==> config.mk <==
export PLATFORM = sky130hd
export DESIGN_NAME = fpnc_top
export DESIGN_NICKNAME = d
export VERILOG_FILES = /design/src/rtl/fpnc_pkg.sv /design/src/rtl/fpnc_classifier.sv /design/src/rtl/fpnc_pipe_stage.sv /design/src/rtl/fpnc_ops.sv /design/src/rtl/fpnc_top.sv
export SDC_FILE = /design/constraint.sdc
export NUM_CORES = 1
export LEC_CHECK = 0
export BUFFER_PORTS_ARGS = -buffer_cell sky130_fd_sc_hd__buf_2
export CORE_ASPECT_RATIO = 1.75
export CORE_MARGIN = 4
export CORE_UTILIZATION = 50
export DETAILED_ROUTE_END_ITERATION = 8
export HOLD_SLACK_MARGIN = 0.06
export PLACE_DENSITY_LB_ADDON = 0.1
export SYNTH_ARGS = -nofsm -noshare
export SYNTH_HDL_FRONTEND = slang
export SYNTH_HIERARCHICAL = 1
export SYNTH_SLANG_ARGS = --single-unit
==> constraint.sdc <==
create_clock -name clk_i -period 3.7 [get_ports clk_i]
set_input_delay 0.555 -clock clk_i [delete_from_list [all_inputs] [get_ports clk_i]]
set_output_delay 0.555 -clock clk_i [all_outputs]
set_load 0.1 [all_outputs]
==> src/rtl/fpnc_pkg.sv <==
/*
  Shared definitions for the binary32 non-computational unit
  Format is fixed to IEEE 754 single precision
  Only the NV status flag is ever raised by this unit
*/
package fpnc_pkg;

  // --------------------------------------------------------------------------
  // Widths
  // --------------------------------------------------------------------------
  localparam int unsigned FP_W  = 32;
  localparam int unsigned EXP_W = 8;
  localparam int unsigned MAN_W = 23;
  // Tag travels untouched alongside each item
  localparam int unsigned TAG_W = 4;

  // Canonical quiet NaN, positive with only the top mantissa bit set
  localparam logic [FP_W-1:0] QNAN_BITS = 32'h7fc0_0000;

  // Binary32 layout
  typedef struct packed {
    logic             sign;
    logic [EXP_W-1:0] exponent;
    logic [MAN_W-1:0] mantissa;
  } fp_t;

  // Operation groups
  typedef enum logic [1:0] {
    OP_SGNJ     = 2'd0,
    OP_MINMAX   = 2'd1,
    OP_CMP      = 2'd2,
    OP_CLASSIFY = 2'd3
  } op_e;

  // Variant within a group
  // MODE_0 SGNJ / MIN / LE, MODE_1 SGNJN / MAX / LT
  // MODE_2 SGNJX / EQ, MODE_3 sign injection passthrough
  typedef enum logic [1:0] {
    MODE_0 = 2'd0,
    MODE_1 = 2'd1,
    MODE_2 = 2'd2,
    MODE_3 = 2'd3
  } mode_e;

  // IEEE exception flags
  typedef struct packed {
    logic NV;
    logic DZ;
    logic OF;
    logic UF;
    logic NX;
  } status_t;

  // One-hot classification result, bit 0 upward
  typedef enum logic [9:0] {
    NEGINF     = 10'b00_0000_0001,
    NEGNORM    = 10'b00_0000_0010,
    NEGSUBNORM = 10'b00_0000_0100,
    NEGZERO    = 10'b00_0000_1000,
    POSZERO    = 10'b00_0001_0000,
    POSSUBNORM = 10'b00_0010_0000,
    POSNORM    = 10'b00_0100_0000,
    POSINF     = 10'b00_1000_0000,
    SNAN       = 10'b01_0000_0000,
    QNAN       = 10'b10_0000_0000
  } classmask_e;

  // Decoded operand properties
  typedef struct packed {
    logic is_normal;
    logic is_subnormal;
    logic is_zero;
    logic is_inf;
    logic is_nan;
    logic is_signalling;
    logic is_quiet;
  } fp_info_t;

  // Stage word widths
  // Input  = operand A, operand B, op, mode, op_mod, tag
  // Output = result, status, class mask, is_class, tag
  localparam int unsigned IN_W  = 2 * FP_W + 2 + 2 + 1 + TAG_W;
  localparam int unsigned OUT_W = FP_W + 5 + 10 + 1 + TAG_W;

endpackage

==> src/rtl/fpnc_classifier.sv <==
/*
  Purely combinational binary32 operand decoder
  sNaN and qNaN are told apart by the top mantissa bit only
*/
`timescale 1ns/1ps

module fpnc_classifier
  import fpnc_pkg::*;
(
  input  fp_t      operand_i,
  output fp_info_t info_o
);

  // --------------------------------------------------------------------------
  // Field decode
  // --------------------------------------------------------------------------
  logic exp_zero;
  logic exp_ones;
  logic man_zero;

  // Exponent all zeros marks zero or subnormal
  assign exp_zero = (operand_i.exponent == '0);
  // Exponent all ones marks infinity or NaN
  assign exp_ones = (operand_i.exponent == '1);
  assign man_zero = (operand_i.mantissa == '0);

  // --------------------------------------------------------------------------
  // Class flags
  // --------------------------------------------------------------------------
  always_comb begin
    info_o = '0;
    // Finite non-zero with implicit leading one
    info_o.is_normal    = ~exp_zero & ~exp_ones;
    // Denormalized, no implicit one
    info_o.is_subnormal = exp_zero & ~man_zero;
    // Signed zero
    info_o.is_zero      = exp_zero & man_zero;
    info_o.is_inf       = exp_ones & man_zero;
    info_o.is_nan       = exp_ones & ~man_zero;
    // Quiet bit clear means signalling
    info_o.is_signalling = info_o.is_nan & ~operand_i.mantissa[MAN_W-1];
    info_o.is_quiet      = info_o.is_nan &  operand_i.mantissa[MAN_W-1];
  end

endmodule

==> src/rtl/fpnc_pipe_stage.sv <==
/*
  Single elastic register stage with valid/ready handshake
  Ready is combinational from ready_i, so chained stages form one ready path
  Flush drops the held item and blocks the one presented on the same edge
*/
`timescale 1ns/1ps

module fpnc_pipe_stage #(
  parameter int unsigned DATA_W = 8
) (
  input  logic              clk_i,
  input  logic              arst_n_i,
  input  logic              flush_i,
  // Upstream side
  input  logic              valid_i,
  output logic              ready_o,
  input  logic [DATA_W-1:0] data_i,
  // Downstream side
  output logic              valid_o,
  input  logic              ready_i,
  output logic [DATA_W-1:0] data_o
);

  logic              valid_q;
  logic [DATA_W-1:0] data_q;

  // Accept when empty or when the held item leaves this cycle
  assign ready_o = ~valid_q | ready_i;

  // --------------------------------------------------------------------------
  // Valid flag
  // --------------------------------------------------------------------------
  always_ff @(posedge clk_i or negedge arst_n_i) begin
    if (!arst_n_i) begin
      valid_q <= 1'b0;
    end else if (flush_i) begin
      // Synchronous clear wins over any load
      valid_q <= 1'b0;
    end else if (ready_o) begin
      valid_q <= valid_i;
    end
  end

  // --------------------------------------------------------------------------
  // Payload register
  // --------------------------------------------------------------------------
  always_ff @(posedge clk_i or negedge arst_n_i) begin
    if (!arst_n_i) begin
      data_q <= '0;
    end else if (ready_o && valid_i) begin
      data_q <= data_i;
    end
  end

  assign valid_o = valid_q;
  assign data_o  = data_q;

endmodule

==> src/rtl/fpnc_ops.sv <==
/*
  Combinational binary32 sign injection, min/max, compare and classify
  Comparison boolean sits in result bit 0, op_mod_i inverts it
  Unused mode encodings return a zero result with no flags
*/
`timescale 1ns/1ps

module fpnc_ops
  import fpnc_pkg::*;
(
  input  fp_t        operand_a_i,
  input  fp_t        operand_b_i,
  input  op_e        op_i,
  input  mode_e      mode_i,
  input  logic       op_mod_i,
  output fp_t        result_o,
  output status_t    status_o,
  output classmask_e class_mask_o,
  output logic       is_class_o
);

  // --------------------------------------------------------------------------
  // Operand decode
  // --------------------------------------------------------------------------
  fp_info_t info_a;
  fp_info_t info_b;

  fpnc_classifier u_class_a (
    .operand_i (operand_a_i),
    .info_o    (info_a)
  );

  fpnc_classifier u_class_b (
    .operand_i (operand_b_i),
    .info_o    (info_b)
  );

  // Shared special-case terms
  logic any_nan;
  logic sig_nan;
  logic equal;
  logic a_smaller;

  assign any_nan = info_a.is_nan | info_b.is_nan;
  assign sig_nan = info_a.is_signalling | info_b.is_signalling;
  // +0 and -0 compare equal
  assign equal   = (operand_a_i == operand_b_i) | (info_a.is_zero & info_b.is_zero);
  // Magnitude compare on raw bits, order flips once a sign is set
  assign a_smaller = (operand_a_i < operand_b_i) ^ (operand_a_i.sign | operand_b_i.sign);

  // --------------------------------------------------------------------------
  // Sign injection
  // --------------------------------------------------------------------------
  fp_t sgnj_result;

  always_comb begin
    sgnj_result = operand_a_i;
    unique case (mode_i)
      MODE_0:  sgnj_result.sign = operand_b_i.sign;
      MODE_1:  sgnj_result.sign = ~operand_b_i.sign;
      MODE_2:  sgnj_result.sign = operand_a_i.sign ^ operand_b_i.sign;
      // Passthrough keeps operand A as is
      default: sgnj_result = operand_a_i;
    endcase
  end

  // --------------------------------------------------------------------------
  // Minimum / maximum
  // --------------------------------------------------------------------------
  fp_t     minmax_result;
  status_t minmax_status;

  always_comb begin
    minmax_result = '0;
    minmax_status = '0;
    if (mode_i == MODE_0 || mode_i == MODE_1) begin
      // Quiet compare, only sNaN is invalid
      minmax_status.NV = sig_nan;
      if (info_a.is_nan && info_b.is_nan) begin
        minmax_result = QNAN_BITS;
      end else if (info_a.is_nan) begin
        minmax_result = operand_b_i;
      end else if (info_b.is_nan) begin
        minmax_result = operand_a_i;
      end else if (mode_i == MODE_0) begin
        minmax_result = a_smaller ? operand_a_i : operand_b_i;
      end else begin
        minmax_result = a_smaller ? operand_b_i : operand_a_i;
      end
    end
  end

  // --------------------------------------------------------------------------
  // Comparisons
  // --------------------------------------------------------------------------
  fp_t     cmp_result;
  status_t cmp_status;

  always_comb begin
    cmp_result = '0;
    cmp_status = '0;
    unique case (mode_i)
      MODE_0: begin
        // LE is a signalling compare, any NaN is invalid
        cmp_status.NV = any_nan;
        if (!any_nan) cmp_result[0] = (a_smaller | equal) ^ op_mod_i;
      end
      MODE_1: begin
        cmp_status.NV = any_nan;
        if (!any_nan) cmp_result[0] = (a_smaller & ~equal) ^ op_mod_i;
      end
      MODE_2: begin
        // EQ is quiet, NaN is simply unequal
        cmp_status.NV = sig_nan;
        cmp_result[0] = any_nan ? op_mod_i : (equal ^ op_mod_i);
      end
      default: begin
        cmp_result = '0;
      end
    endcase
  end

  // --------------------------------------------------------------------------
  // Classification of operand A
  // --------------------------------------------------------------------------
  always_comb begin
    if (info_a.is_normal) begin
      class_mask_o = operand_a_i.sign ? NEGNORM : POSNORM;
    end else if (info_a.is_subnormal) begin
      class_mask_o = operand_a_i.sign ? NEGSUBNORM : POSSUBNORM;
    end else if (info_a.is_zero) begin
      class_mask_o = operand_a_i.sign ? NEGZERO : POSZERO;
    end else if (info_a.is_inf) begin
      class_mask_o = operand_a_i.sign ? NEGINF : POSINF;
    end else begin
      // Only NaN is left here
      class_mask_o = info_a.is_signalling ? SNAN : QNAN;
    end
  end

  // --------------------------------------------------------------------------
  // Result select
  // --------------------------------------------------------------------------
  always_comb begin
    result_o = '0;
    status_o = '0;
    unique case (op_i)
      OP_SGNJ: begin
        // Sign injection never raises flags
        result_o = sgnj_result;
      end
      OP_MINMAX: begin
        result_o = minmax_result;
        status_o = minmax_status;
      end
      OP_CMP: begin
        result_o = cmp_result;
        status_o = cmp_status;
      end
      default: begin
        // Classify answers on the mask port only
        result_o = '0;
      end
    endcase
  end

  assign is_class_o = (op_i == OP_CLASSIFY);

endmodule

==> src/rtl/fpnc_top.sv <==
/*
  Two-stage pipelined binary32 non-computational unit
  Latency two cycles, throughput one item per cycle, holds two items
  Payload must stay stable while in_valid_i waits for in_ready_o
*/
`timescale 1ns/1ps

module fpnc_top
  import fpnc_pkg::*;
(
  input  logic             clk_i,
  input  logic             arst_n_i,
  input  logic             flush_i,
  // Request payload
  input  fp_t              operand_a_i,
  input  fp_t              operand_b_i,
  input  op_e              op_i,
  input  mode_e            mode_i,
  input  logic             op_mod_i,
  input  logic [TAG_W-1:0] tag_i,
  input  logic             in_valid_i,
  output logic             in_ready_o,
  // Response payload
  output fp_t              result_o,
  output status_t          status_o,
  output classmask_e       class_mask_o,
  output logic             is_class_o,
  output logic [TAG_W-1:0] tag_o,
  output logic             out_valid_o,
  input  logic             out_ready_i,
  output logic             busy_o
);

  // --------------------------------------------------------------------------
  // Input stage
  // --------------------------------------------------------------------------
  logic [IN_W-1:0]  in_word;
  logic [IN_W-1:0]  in_q;
  logic             in_valid_q;
  logic             mid_ready;
  fp_t              op_a_q;
  fp_t              op_b_q;
  logic [1:0]       op_q;
  logic [1:0]       mode_q;
  logic             op_mod_q;
  logic [TAG_W-1:0] tag_q;

  assign in_word = {operand_a_i, operand_b_i, op_i, mode_i, op_mod_i, tag_i};

  fpnc_pipe_stage #(.DATA_W(IN_W)) u_in_stage (
    .clk_i    (clk_i),
    .arst_n_i (arst_n_i),
    .flush_i  (flush_i),
    .valid_i  (in_valid_i),
    .ready_o  (in_ready_o),
    .data_i   (in_word),
    .valid_o  (in_valid_q),
    .ready_i  (mid_ready),
    .data_o   (in_q)
  );

  assign {op_a_q, op_b_q, op_q, mode_q, op_mod_q, tag_q} = in_q;

  // --------------------------------------------------------------------------
  // Operation logic and output stage
  // --------------------------------------------------------------------------
  fp_t              ops_result;
  status_t          ops_status;
  classmask_e       ops_class;
  logic             ops_is_class;
  logic [OUT_W-1:0] out_q;
  logic             out_valid_q;
  logic [9:0]       class_bits;

  fpnc_ops u_ops (
    .operand_a_i  (op_a_q),
    .operand_b_i  (op_b_q),
    .op_i         (op_e'(op_q)),
    .mode_i       (mode_e'(mode_q)),
    .op_mod_i     (op_mod_q),
    .result_o     (ops_result),
    .status_o     (ops_status),
    .class_mask_o (ops_class),
    .is_class_o   (ops_is_class)
  );

  // Tag bypasses the operation logic
  fpnc_pipe_stage #(.DATA_W(OUT_W)) u_out_stage (
    .clk_i    (clk_i),
    .arst_n_i (arst_n_i),
    .flush_i  (flush_i),
    .valid_i  (in_valid_q),
    .ready_o  (mid_ready),
    .data_i   ({ops_result, ops_status, ops_class, ops_is_class, tag_q}),
    .valid_o  (out_valid_q),
    .ready_i  (out_ready_i),
    .data_o   (out_q)
  );

  assign {result_o, status_o, class_bits, is_class_o, tag_o} = out_q;
  assign class_mask_o = classmask_e'(class_bits);
  assign out_valid_o  = out_valid_q;
  // Anything held in either stage counts as in flight
  assign busy_o       = in_valid_q | out_valid_q;

endmodule

# ---- Yosys cells after proc, flatten, opt, wreduce, memory -nomap -nowiden
# Cells that the tools add are included.
dict set report classes {
  mux 29
  shift 0
  n_lt_le_gt_ge 1
  n_div 0
  bitwise 34
  eq_ne 8
  reduce_logical 13
  add_sub_neg 0
  n_mul 0
}
# op count
set op_table {}
lappend op_table {{$mux 32} 7}
lappend op_table {{$pmux 32 s3} 1}
lappend op_table {{$mux 10} 5}
lappend op_table {{$logic_not 23->1} 2}
lappend op_table {{$eq 32x32->1} 1}
lappend op_table {{$lt 32x32->1} 1}
lappend op_table {{$eq 8x8->1 const B} 2}
lappend op_table {{$logic_not 8->1} 2}
lappend op_table {{$and 1x1->1} 11}
lappend op_table {{$not 1->1} 10}
lappend op_table {{$pmux 5 s2} 1}
lappend op_table {{$mux 1} 8}
lappend op_table {{$mux 8} 1}
lappend op_table {{$or 1x1->1} 8}
lappend op_table {{$mux 7} 1}
lappend op_table {{$eq 2x2->1 const B} 3}
lappend op_table {{$mux 6} 1}
lappend op_table {{$pmux 1 s3} 2}
lappend op_table {{$mux 5} 1}
lappend op_table {{$xor 1x1->1} 5}
lappend op_table {{$eq 2x1->1 const B} 2}
lappend op_table {{$logic_not 2->1} 2}
lappend op_table {{$reduce_bool 2->1} 2}
lappend op_table {{$logic_and 1x1->1} 3}
lappend op_table {{3 further kinds} 3}
dict set report totals {
  regBits 127
  latch_bits 0
  ramBits 0
  memories 0
  output_inout_bits 55
  word_cells 89
  rom_bits 0
}

# ---- Longest topological paths before layout
# Gate-level depths: netlist of the first run.
dict set report logic_depth {
  word_depth 10
  mapped_depth 12
  ltp_nobuf 11
}

# ---- By module
# The synthesis of the first run kept the hierarchy.
# mod cells_each seq_area_each_um2 instances area_per_inst_um2
set modules_own_cells {}
lappend modules_own_cells {{fpnc_pipe_stage at u_in_stage} 158 1851.8 1 3049.2}
lappend modules_own_cells {{fpnc_pipe_stage at u_out_stage} 114 1326.3 1 2189.6}
lappend modules_own_cells {fpnc_ops 253 0.0 1 1783.0}
lappend modules_own_cells {fpnc_classifier 24 0.0 2 158.9}
lappend modules_own_cells {fpnc_top 1 0.0 1 6.3}

# ---- Worst setup path after synthesis of the first run
# OpenSTA, ideal clock, no wires.
dict set report synth_timing {
  path_type {register to register}
  from {reg u_in_stage.data_q[55], in the netlist u_in_stage/data_o[55]}
  to {reg u_out_stage.data_q[22], in the netlist u_out_stage/data_o[22]}
  setup_ns 0.125
  required_time_ns 3.575
  t_arrival_ns 2.803
  slack_ns 0.772
  path_stages_with_launch 12
  path_buffers 1
  path_cell_list {dfrtp_1 > ha_1 > a21oi_2 > nand2_1 > a221o_1 > o31a_1 > or3_1 > a21oi_1 > o21bai_2 > buf_6 > a32o_1 > mux2_4}
}
# element line_no
set synth_rtl {}
lappend synth_rtl {{start, declared} fpnc_pipe_stage.sv:25} ;# logic [DATA_W-1:0] data_q;
lappend synth_rtl {{start signal, assigned} fpnc_pipe_stage.sv:51} ;# data_q <= data_i;
lappend synth_rtl {{end signal, assigned} fpnc_pipe_stage.sv:51}
lappend synth_rtl {{end, declared} fpnc_pipe_stage.sv:25}

==> flow_summary.yaml, run 1 <==
status:
  outcome: "complete, no violations"
detailed_routing:
  drtPass1Iterations: 4
  wl_um: 17700
  wire_per_inst_um: 19.8
  ant_nets: 0
  avgViaCountPerCell: 5.66
  dr_total_vias: 5065
  drc_errors: 0
  drtIter0Drc: 181
power:
  p_switching_mw: 1.92
  peakVddDrop_mv: 0.306
  p_seq_share_pct: 34.3
  leakage_nw: 4.38
  swShare_pct: 37.3
  comb_power_share_pct: 32.3
  intPower_mw: 3.22
  powerDensity_nw_per_um2: 592
  p_clk_share_pct: 33.4
worst_setup_path:
  r2r_cells: 11
  crit_arrival_ns: 3.68
  path_class: "reg2reg"
  critPathCaptureType: "register"
  cp-start-kind: "register"
  worstPathRequired_ns: 3.99
  path_max_fanout: 21
sta:
  relSlewSlack_pct: 31.6
  max_freq_mhz: 295
  tns_ns: 0
  hold_ws_ns: 0.117
  hold_violations: 0
  tightestPinTransition_ns: 1.03
  setup_viol: 0
  fin_skew_ns: 0.00970
  timing.final.crit_share_pct: 91.7
  report.final.slew_viol_count: 0
  rsz0062_at_grt: "no"
  final.min_clock_period_ns: 3.39
clocking:
  cts-buffers-inserted: 17
  clk_pin_slew_worst_paths_ns: 0.06
  holdBufCountCts: 0
  cts_resized: 0
  clock-root-buffer: "clkbuf_16"
  cts_tree: "built"
  clock_path_buffers: 2
  post_cts_buffers: 0
  h-tree-depth: 4
  clock_latency_ns: 0.41
  clock_sinks: 127
global_route:
  first_global_vias: 5493
  antenna_found_initial: 0
  grt.total_usage_pct: 22.3
  grt_pass1_wl_um: 29200
  globalRouteOverflowTotal: 0
  grt_max_degree: 56
die:
  rows: 58
  die_w_um: 99.4
  initial_core_util_pct: 50.9
  die_h_um: 168
  ios: 133
  die_area_um2: 16700
  core_um2: 14400
layout:
  fill_cells: 1195
  final_common_cell: "buf_2"
  multi_input_area_um2: 3780
  nNetsFinal: 818
  area_delta_synth_final_pct: 18.6
  final_cell_mix: "131 x buf_2, 127 x dfrtp_1, 120 x mux2_4"
  diodes: 0
  regArea_um2: 3180
  drive_gt1_share_pct: 43.1
  fin_util_pct: 60.4
yosys:
  synth_area_um2: 7310
  yosys_warnings: 6
  syn_avg_cell_area_um2: 12.9
  syn_inst: 568
placed_design:
  place_hpwl_um: 13000
  port-buffer-count: 132
  gp_congestion: 0.914
min_path:
  hold_path_class: "in2async"
flow_run:
  cap_viol_max_count: 0
metrics by stage:
step / worst slack (ns) / power, mW / instance area, um2 / std cells
global route: 0.0744 / 5.37 / 8680 / 895
global placement: 0.266 / 3.41 / 8060 / 863
CTS: 0.179 / 5.18 / 8670 / 895
floorplan: 0.772 / 3.09 / 7330 / 571
detailed placement: 0.214 / 3.45 / 8060 / 863
finish: 0.305 / 5.14 / 8680 / 895
worst paths after layout:
path	slack [ns]	endpoint	from
min in group clk_i	0.31	u_in_stage/valid_o	flush_i
max in group asynchronous	2.68	u_in_stage/data_o[48]	arst_n_i
min reg2reg	0.50	u_out_stage/data_o[0]	u_out_stage/data_o[0]
max reg2reg	0.31	u_out_stage/data_o[26]	u_in_stage/data_o[72]
max	0.31	u_out_stage/data_o[26]	u_in_stage/data_o[72]
min	0.12	u_in_stage/data_o[66]	arst_n_i
state kept, by name, indices dropped and copies added (netlist names):
register,flops
u_in_stage/valid_o,1
u_out_stage/data_o,52
u_out_stage/valid_o,1
u_in_stage/data_o,73
routing by layer:
layer	vias to the layer above	GRT usage [%]	routed length [um]
met5	-	0	0
met4	0	8.56	414
met3	30	4.85	955
met2	158	39.4	9750
met1	2521	26.0	6620
li1	2356	-	-
cell type report:
type | instances | area share, %
repair buffers | 139 | 8.54
inverters | 39 | 1.69
clock buffers | 23 | 5.51
flip-flops and latches | 127 | 36.6
multi-input cells | 378 | 43.5
well taps | 180 | 2.60
clock inverters | 9 | 1.53
power by group through the flow:
stage	registers [mW]	clock network (mW)	logic (mW)
after floorplan	2.43	0	0.662
after global placement	1.78	0	1.64
after detailed placement	1.78	0	1.66
after CTS	1.77	1.75	1.67
after global routing	1.79	1.83	1.75
final	1.76	1.71	1.66
worst max-delay path, stage by stage, from the launching register on:
cell,delay (ns)
dfrtp_1,0.49
inv_1,0.18
ha_1,0.37
nand4b_1,0.29
nor4_2,0.45
o31a_1,0.25
nor2_1,0.10
xnor2_1,0.15
o211a_1,0.25
buf_4,0.23
a32o_1,0.23
mux2_4,0.27
Note: power is estimated with default switching activity, not from simulation.
==> inputs of run 2 (changes only) <==
--- a/config.mk
+++ b/config.mk
@@ -6,13 +6,14 @@
 export NUM_CORES = 1
 export LEC_CHECK = 0
 export BUFFER_PORTS_ARGS = -buffer_cell sky130_fd_sc_hd__buf_2
+export CELL_PAD_IN_SITES_DETAIL_PLACEMENT = 2
+export CELL_PAD_IN_SITES_GLOBAL_PLACEMENT = 2
 export CORE_ASPECT_RATIO = 1.75
 export CORE_MARGIN = 4
-export CORE_UTILIZATION = 50
+export CORE_UTILIZATION = 35
 export DETAILED_ROUTE_END_ITERATION = 8
 export HOLD_SLACK_MARGIN = 0.06
 export PLACE_DENSITY_LB_ADDON = 0.1
 export SYNTH_ARGS = -nofsm -noshare
 export SYNTH_HDL_FRONTEND = slang
-export SYNTH_HIERARCHICAL = 1
 export SYNTH_SLANG_ARGS = --single-unit
==> flow_summary.yaml, run 2 <==
layout:
  multi_input_area_um2: 2880
  fill_cells: 1882
  final_cells: 919
  final_cell_mix: "127 x buf_2, 123 x dfrtp_1, 73 x mux2_2"
  diodes: 0
  drive_gt1_share_pct: 36.8
  regArea_um2: 3080
  nNetsFinal: 791
  area_delta_synth_final_pct: 25.1
  largest_reg_flops: 73
  final_common_cell: "buf_2"
power:
  swShare_pct: 36.8
  p_seq_share_pct: 34.8
  leakage_nw: 3.74
  intPower_mw: 3.06
  peakVddDrop_mv: 0.308
  p_clk_share_pct: 38.2
  comb_power_share_pct: 26.9
  p_switching_mw: 1.78
  p_total_mw: 4.84
  powerDensity_nw_per_um2: 623
yosys:
  synthXorXnorAreaFrac_pct: 0.564
  synth_top_family_by_area: "multiplexers"
  ys_ff_latch: 123
  synthTopCellsByArea: "dfrtp_1 50%, mux2_2 13%, ha_1 7.7%, a221o_1 4.8%, and2_1 3.2%"
  synth_sequential_area_ratio_pct: 49.6
  synth_top_cell_area_share_pct: 49.6
  synthMostInstantiatedCell: "dfrtp_1"
  yosys_warnings: 0
  syn_avg_cell_area_um2: 11.5
  synth_compound_area_share_pct: 11.5
  synth_area_um2: 6210
  synth-edff-count: 0
  synthMuxAreaShare_pct: 13.2
  synthAdderAreaFrac_pct: 7.66
  ys.flop_type: "dfrtp_1"
  synthTopCellsByCount: "123 x dfrtp_1, 73 x mux2_2, 43 x nand2_1"
  yosys.area_share.simple_pct: 12.8
  syn_inst: 539
  ys_types: 51
  async_flop_share_pct: 100
  synth_top_cell_by_area: "dfrtp_1"
die:
  core_um2: 17500
  die_area_um2: 20000
  rows: 64
  initial_core_util_pct: 35.6
  die_h_um: 184
  ios: 133
  die_w_um: 109
worst_setup_path:
  crit_arrival_ns: 3.67
  r2r_cells: 9
  path_cells: "inv_1 > ha_1 > nand4b_1 > nor4_1 > o41a_1 > or3_4 > a31oi_4 > a31o_4 > a221o_1"
  rr_startpoint: "u_in_stage.data_o[40]"
  worst_r2r_endpoint: "u_out_stage.data_o[28]"
  worstPathRequired_ns: 3.99
  r2r_slack_ns: 0.32
  cp-start-kind: "register"
  cp_slowest_cell: "nor4_1"
  path_class: "reg2reg"
  path_max_fanout: 30
  max_stage_delay_ns: 0.59
  critPathCaptureType: "register"
global_route:
  antenna_found_initial: 0
  grt.total_usage_pct: 20.4
  grt_max_degree: 124
  first_global_vias: 5587
  globalRouteOverflowTotal: 0
  grt_pass1_wl_um: 31100
sta:
  final.min_clock_period_ns: 3.38
  max_freq_mhz: 296
  relSlewSlack_pct: 32.0
  tns_ns: 0
  setup_viol: 0
  rsz0062_at_grt: "no"
  tightestPinTransition_ns: 1.02
  hold_violations: 0
  fin_skew_ns: 0.0110
  timing.final.crit_share_pct: 91.5
  hold_ws_ns: 0.229
  report.final.slew_viol_count: 0
placed_design:
  placedCellCount: 887
  port-buffer-count: 128
  gp_congestion: 0.780
  place_hpwl_um: 14100
clocking:
  h-tree-depth: 4
  clock_sinks: 123
  clock_latency_ns: 0.42
  holdBufCountCts: 0
  post_cts_buffers: 0
  clk_pin_slew_worst_paths_ns: 0.06
  clock-root-buffer: "clkbuf_16"
  cts-buffers-inserted: 17
  cts_tree: "built"
  clock_path_buffers: 2
detailed_routing:
  avgViaCountPerCell: 5.31
  drtIter0Drc: 123
  wl_um: 19500
  drtPass1Iterations: 5
  dr_total_vias: 4877
  wire_per_inst_um: 21.2
  drc_errors: 0
  ant_nets: 0
status:
  outcome: "complete, no violations"
flow_run:
  cap_viol_max_count: 0
min_path:
  hold_path_class: "in2async"
-- run 2: how the worst max path moves through the flow --
stage / startpoint / slack (ns) / end
2_1_floorplan: u_out_stage.valid_o / 0.51 / u_in_stage.data_o[0]
3_3_place_gp: u_in_stage.data_o[40] / 0.23 / u_out_stage.data_o[27]
3_5_place_dp: u_in_stage.data_o[40] / 0.14 / u_out_stage.data_o[43]
4_1_cts: u_in_stage.data_o[40] / 0.08 / u_out_stage.data_o[28]
5_1_grt: u_in_stage.data_o[40] / 0.17 / u_out_stage.data_o[44]
6_report: u_in_stage.data_o[40] / 0.32 / u_out_stage.data_o[28]
-- run 2: worst max-delay path: cells and delay by family, from the launching register on --
family	cells	cell delay, ns
compound gates	4	1.23
fa+ha+maj	1	0.38
simple gates	3	1.09
buf+inv	1	0.13
flops	1	0.42
-- run 2: stage by stage --
stage / cell area [um2] / setup WS [ns] / util [%]
2_1_floorplan: 6220 / 0.506 / -
3_3_place_gp: 7110 / 0.226 / 40.7
3_5_place_dp: 7110 / 0.135 / 40.7
4_1_cts: 7760 / 0.0819 / 44.5
5_1_grt: 7770 / 0.175 / 44.5
6_report: 7770 / 0.316 / 44.5
-- run 2: layer usage --
metal	track usage, %	part of all wire [%]	vias up	wire [um]
met2	39.6	58	93	11300
met5	0	0	-	0
li1	-	-	2237	-
met3	3.36	2.6	18	514
met4	6.02	1.5	0	290
met1	22.1	38	2529	7370
-- run 2: repair_timing --
action                                  in CTS  in global routing
endpoints found under the setup margin       0                  5
hold endpoints to repair                     0                  0
gates resized for setup                      0                  1
-- run 2: kinds of logic after synthesis --
family	after synthesis
other cells	1
simple gates	148
xor+xnor	4
fa+ha+maj	38
mux	73
flops	123
buf+inv	62
compound gates	90
-- run 2: area by class of cell --
| class | count | area share [%] |
|---|---|---|
| timing repair buffer | 138 | 9.41 |
| tap | 231 | 3.72 |
| clock buffer | 20 | 6.01 |
| sequential | 123 | 39.6 |
| inverter | 38 | 1.84 |
| multi-input combinational | 357 | 37.0 |
| clock inverter | 12 | 2.40 |
-- run 2: power groups by stage --
stage	sequential, mW	clock (mW)	combinational, mW
finish	1.68	1.85	1.30
global route	1.71	1.96	1.39
CTS	1.69	1.88	1.32
detailed placement	1.71	0	1.30
global placement	1.70	0	1.26
floorplan	2.20	0	0.455
==> inputs of run 3 (changes only) <==
--- a/config.mk
+++ b/config.mk
@@ -5,13 +5,13 @@
 export SDC_FILE = /design/constraint.sdc
 export NUM_CORES = 1
 export LEC_CHECK = 0
-export BUFFER_PORTS_ARGS = -buffer_cell sky130_fd_sc_hd__buf_2
 export CELL_PAD_IN_SITES_DETAIL_PLACEMENT = 2
 export CELL_PAD_IN_SITES_GLOBAL_PLACEMENT = 2
 export CORE_ASPECT_RATIO = 1.75
 export CORE_MARGIN = 4
-export CORE_UTILIZATION = 35
+export CORE_UTILIZATION = 41
 export DETAILED_ROUTE_END_ITERATION = 8
+export DONT_BUFFER_PORTS = 1
 export HOLD_SLACK_MARGIN = 0.06
 export PLACE_DENSITY_LB_ADDON = 0.1
 export SYNTH_ARGS = -nofsm -noshare
==> flow_summary.yaml, run 3 (synthesis gave the netlist of run 2 again) <==
status:
  outcome: "complete, no violations"
clocking:
  h-tree-depth: 4
  clock_latency_ns: 0.41
  clock_sinks: 123
  clock_path_buffers: 2
  cts-buffers-inserted: 17
  clock-root-buffer: "clkbuf_16"
  cts_tree: "built"
  clk_pin_slew_worst_paths_ns: 0.05
worst_setup_path:
  path_class: "reg2reg"
  r2r_cells: 10
  worst_r2r_endpoint: "u_out_stage.data_o[30]"
  worstPathRequired_ns: 3.98
  critPathCaptureType: "register"
  cp-start-kind: "register"
  rr_startpoint: "u_in_stage.data_o[72]"
  crit_arrival_ns: 3.70
  path_max_fanout: 21
  r2r_slack_ns: 0.28
global_route:
  grt_pass1_wl_um: 28800
  grt.total_usage_pct: 21.9
  globalRouteOverflowTotal: 0
  antenna_found_initial: 1
  grt_max_degree: 124
  first_global_vias: 5117
die:
  die_area_um2: 17300
  ios: 133
  core_um2: 14800
  die_w_um: 101
  die_h_um: 171
  rows: 59
  initial_core_util_pct: 41.8
sta:
  final.min_clock_period_ns: 3.42
  tightestPinTransition_ns: 1.00
  hold_violations: 0
  relSlewSlack_pct: 33.3
  report.final.slew_viol_count: 0
  rsz0062_at_grt: "no"
  tns_ns: 0
  max_freq_mhz: 293
  timing.final.crit_share_pct: 92.4
  fin_skew_ns: 0.0124
  setup_viol: 0
layout:
  area_delta_synth_final_pct: 12.7
  nNetsFinal: 666
  largest_reg_flops: 73
  stdcell_area_um2: 7000
  final_common_cell: "dfrtp_1"
  drive_gt1_share_pct: 22.1
  final_cell_mix: "123 x dfrtp_1, 73 x mux2_2, 42 x nand2_1"
  diodes: 0
placed_design:
  port-buffer-count: 0
  place_hpwl_um: 13300
  dpl_cell_area_um2: 6420
  gp_congestion: 0.809
power:
  p_switching_mw: 1.67
  peakVddDrop_mv: 0.269
  swShare_pct: 37.7
  powerDensity_nw_per_um2: 633
  leakage_nw: 3.15
  intPower_mw: 2.76
  p_seq_share_pct: 50.9
  p_clk_share_pct: 35.4
  comb_power_share_pct: 13.6
detailed_routing:
  avgViaCountPerCell: 5.96
  drtIter0Drc: 135
  drtPass1Iterations: 4
  drc_errors: 0
  ant_nets: 0
  dr_total_vias: 4427
  wl_um: 18400
  wire_per_inst_um: 24.7
flow_run:
  cap_viol_max_count: 0
min_path:
  hold_path_class: "in2async"
[run 3: cell types whose count changed in the layout (fill, tap and decap cells not counted), sizes merged]
cell    before  now
bufinv       4    1
inv         40   38
clkbuf      20   22
buf        138   13
[run 3: what timing repair did]
action / CTS / global route
hold buffers: 1 / 0
gates resized for setup: 0 / 0
setup buffers: 0 / 0
endpoints found under the hold margin: 123 / 0
[run 3: through the flow]
| stage | hold slack (ns) | power (mW) | util [%] | setup slack (ns) | std cells |
|---|---|---|---|---|---|
| 6_report | 0.0797 | 4.43 | 47.2 | 0.283 | 743 |
| 5_1_grt | 0.162 | 4.62 | 47.2 | 0.0201 | 743 |
| 4_1_cts | 0.144 | 4.49 | 47.2 | 0.199 | 743 |
| 3_5_place_dp | 0.264 | 2.86 | 43.3 | 0.234 | 713 |
| 3_3_place_gp | 0.264 | 2.81 | 43.3 | 0.376 | 713 |
| 2_1_floorplan | 0.259 | 2.65 | - | 0.506 | 542 |
[run 3: layout make-up]
class                   count  area, um2
well taps                 183        229
clock inverters             7       67.6
repair buffers             13        130
fillers                  1486       7840
multi-input cells         357       2870
flip-flops and latches    123       3080
inverters                  38        143
clock buffers              22        484
[run 3: layer usage]
layer  global-route usage (%)  share of wire, %  vias to the layer above
met4                     7.81               2.3                        2
li1                         -                 -                     1975
met3                     5.26               4.3                       27
met1                     23.2                36                     2313
met2                     41.4                57                      110
met5                        0             0.082                        -
[run 3: worst max-delay path, stage by stage (launching register included)]
cell      delay [ns]
dfrtp_1         0.49
inv_1           0.10
ha_1            0.32
nand4b_1        0.27
nor4_1          0.56
o41a_1          0.34
or3_4           0.17
a31oi_4         0.11
a31o_2          0.37
buf_12          0.19
a221o_1         0.36
[run 3: worst max path at each step]
stage                                from                      to  slack (ns)  depth (start not counted)
finish              u_in_stage.data_o[72]  u_out_stage.data_o[30]        0.28                         10
floorplan             u_out_stage.valid_o    u_in_stage.data_o[0]        0.51                          5
detailed placement  u_in_stage.data_o[72]  u_out_stage.data_o[37]        0.23                         10
CTS                 u_in_stage.data_o[72]  u_out_stage.data_o[30]        0.20                         10
global placement    u_in_stage.data_o[72]  u_out_stage.data_o[28]        0.38                         10
global route        u_in_stage.data_o[72]  u_out_stage.data_o[30]        0.02                         10
[run 3: power by group through the flow]
stage / registers [mW] / clock network, mW / logic [mW]
2_1_floorplan: 2.20 / 0 / 0.455
3_3_place_gp: 2.28 / 0 / 0.536
3_5_place_dp: 2.28 / 0 / 0.573
4_1_cts: 2.26 / 1.61 / 0.613
5_1_grt: 2.28 / 1.67 / 0.672
6_report: 2.26 / 1.57 / 0.604
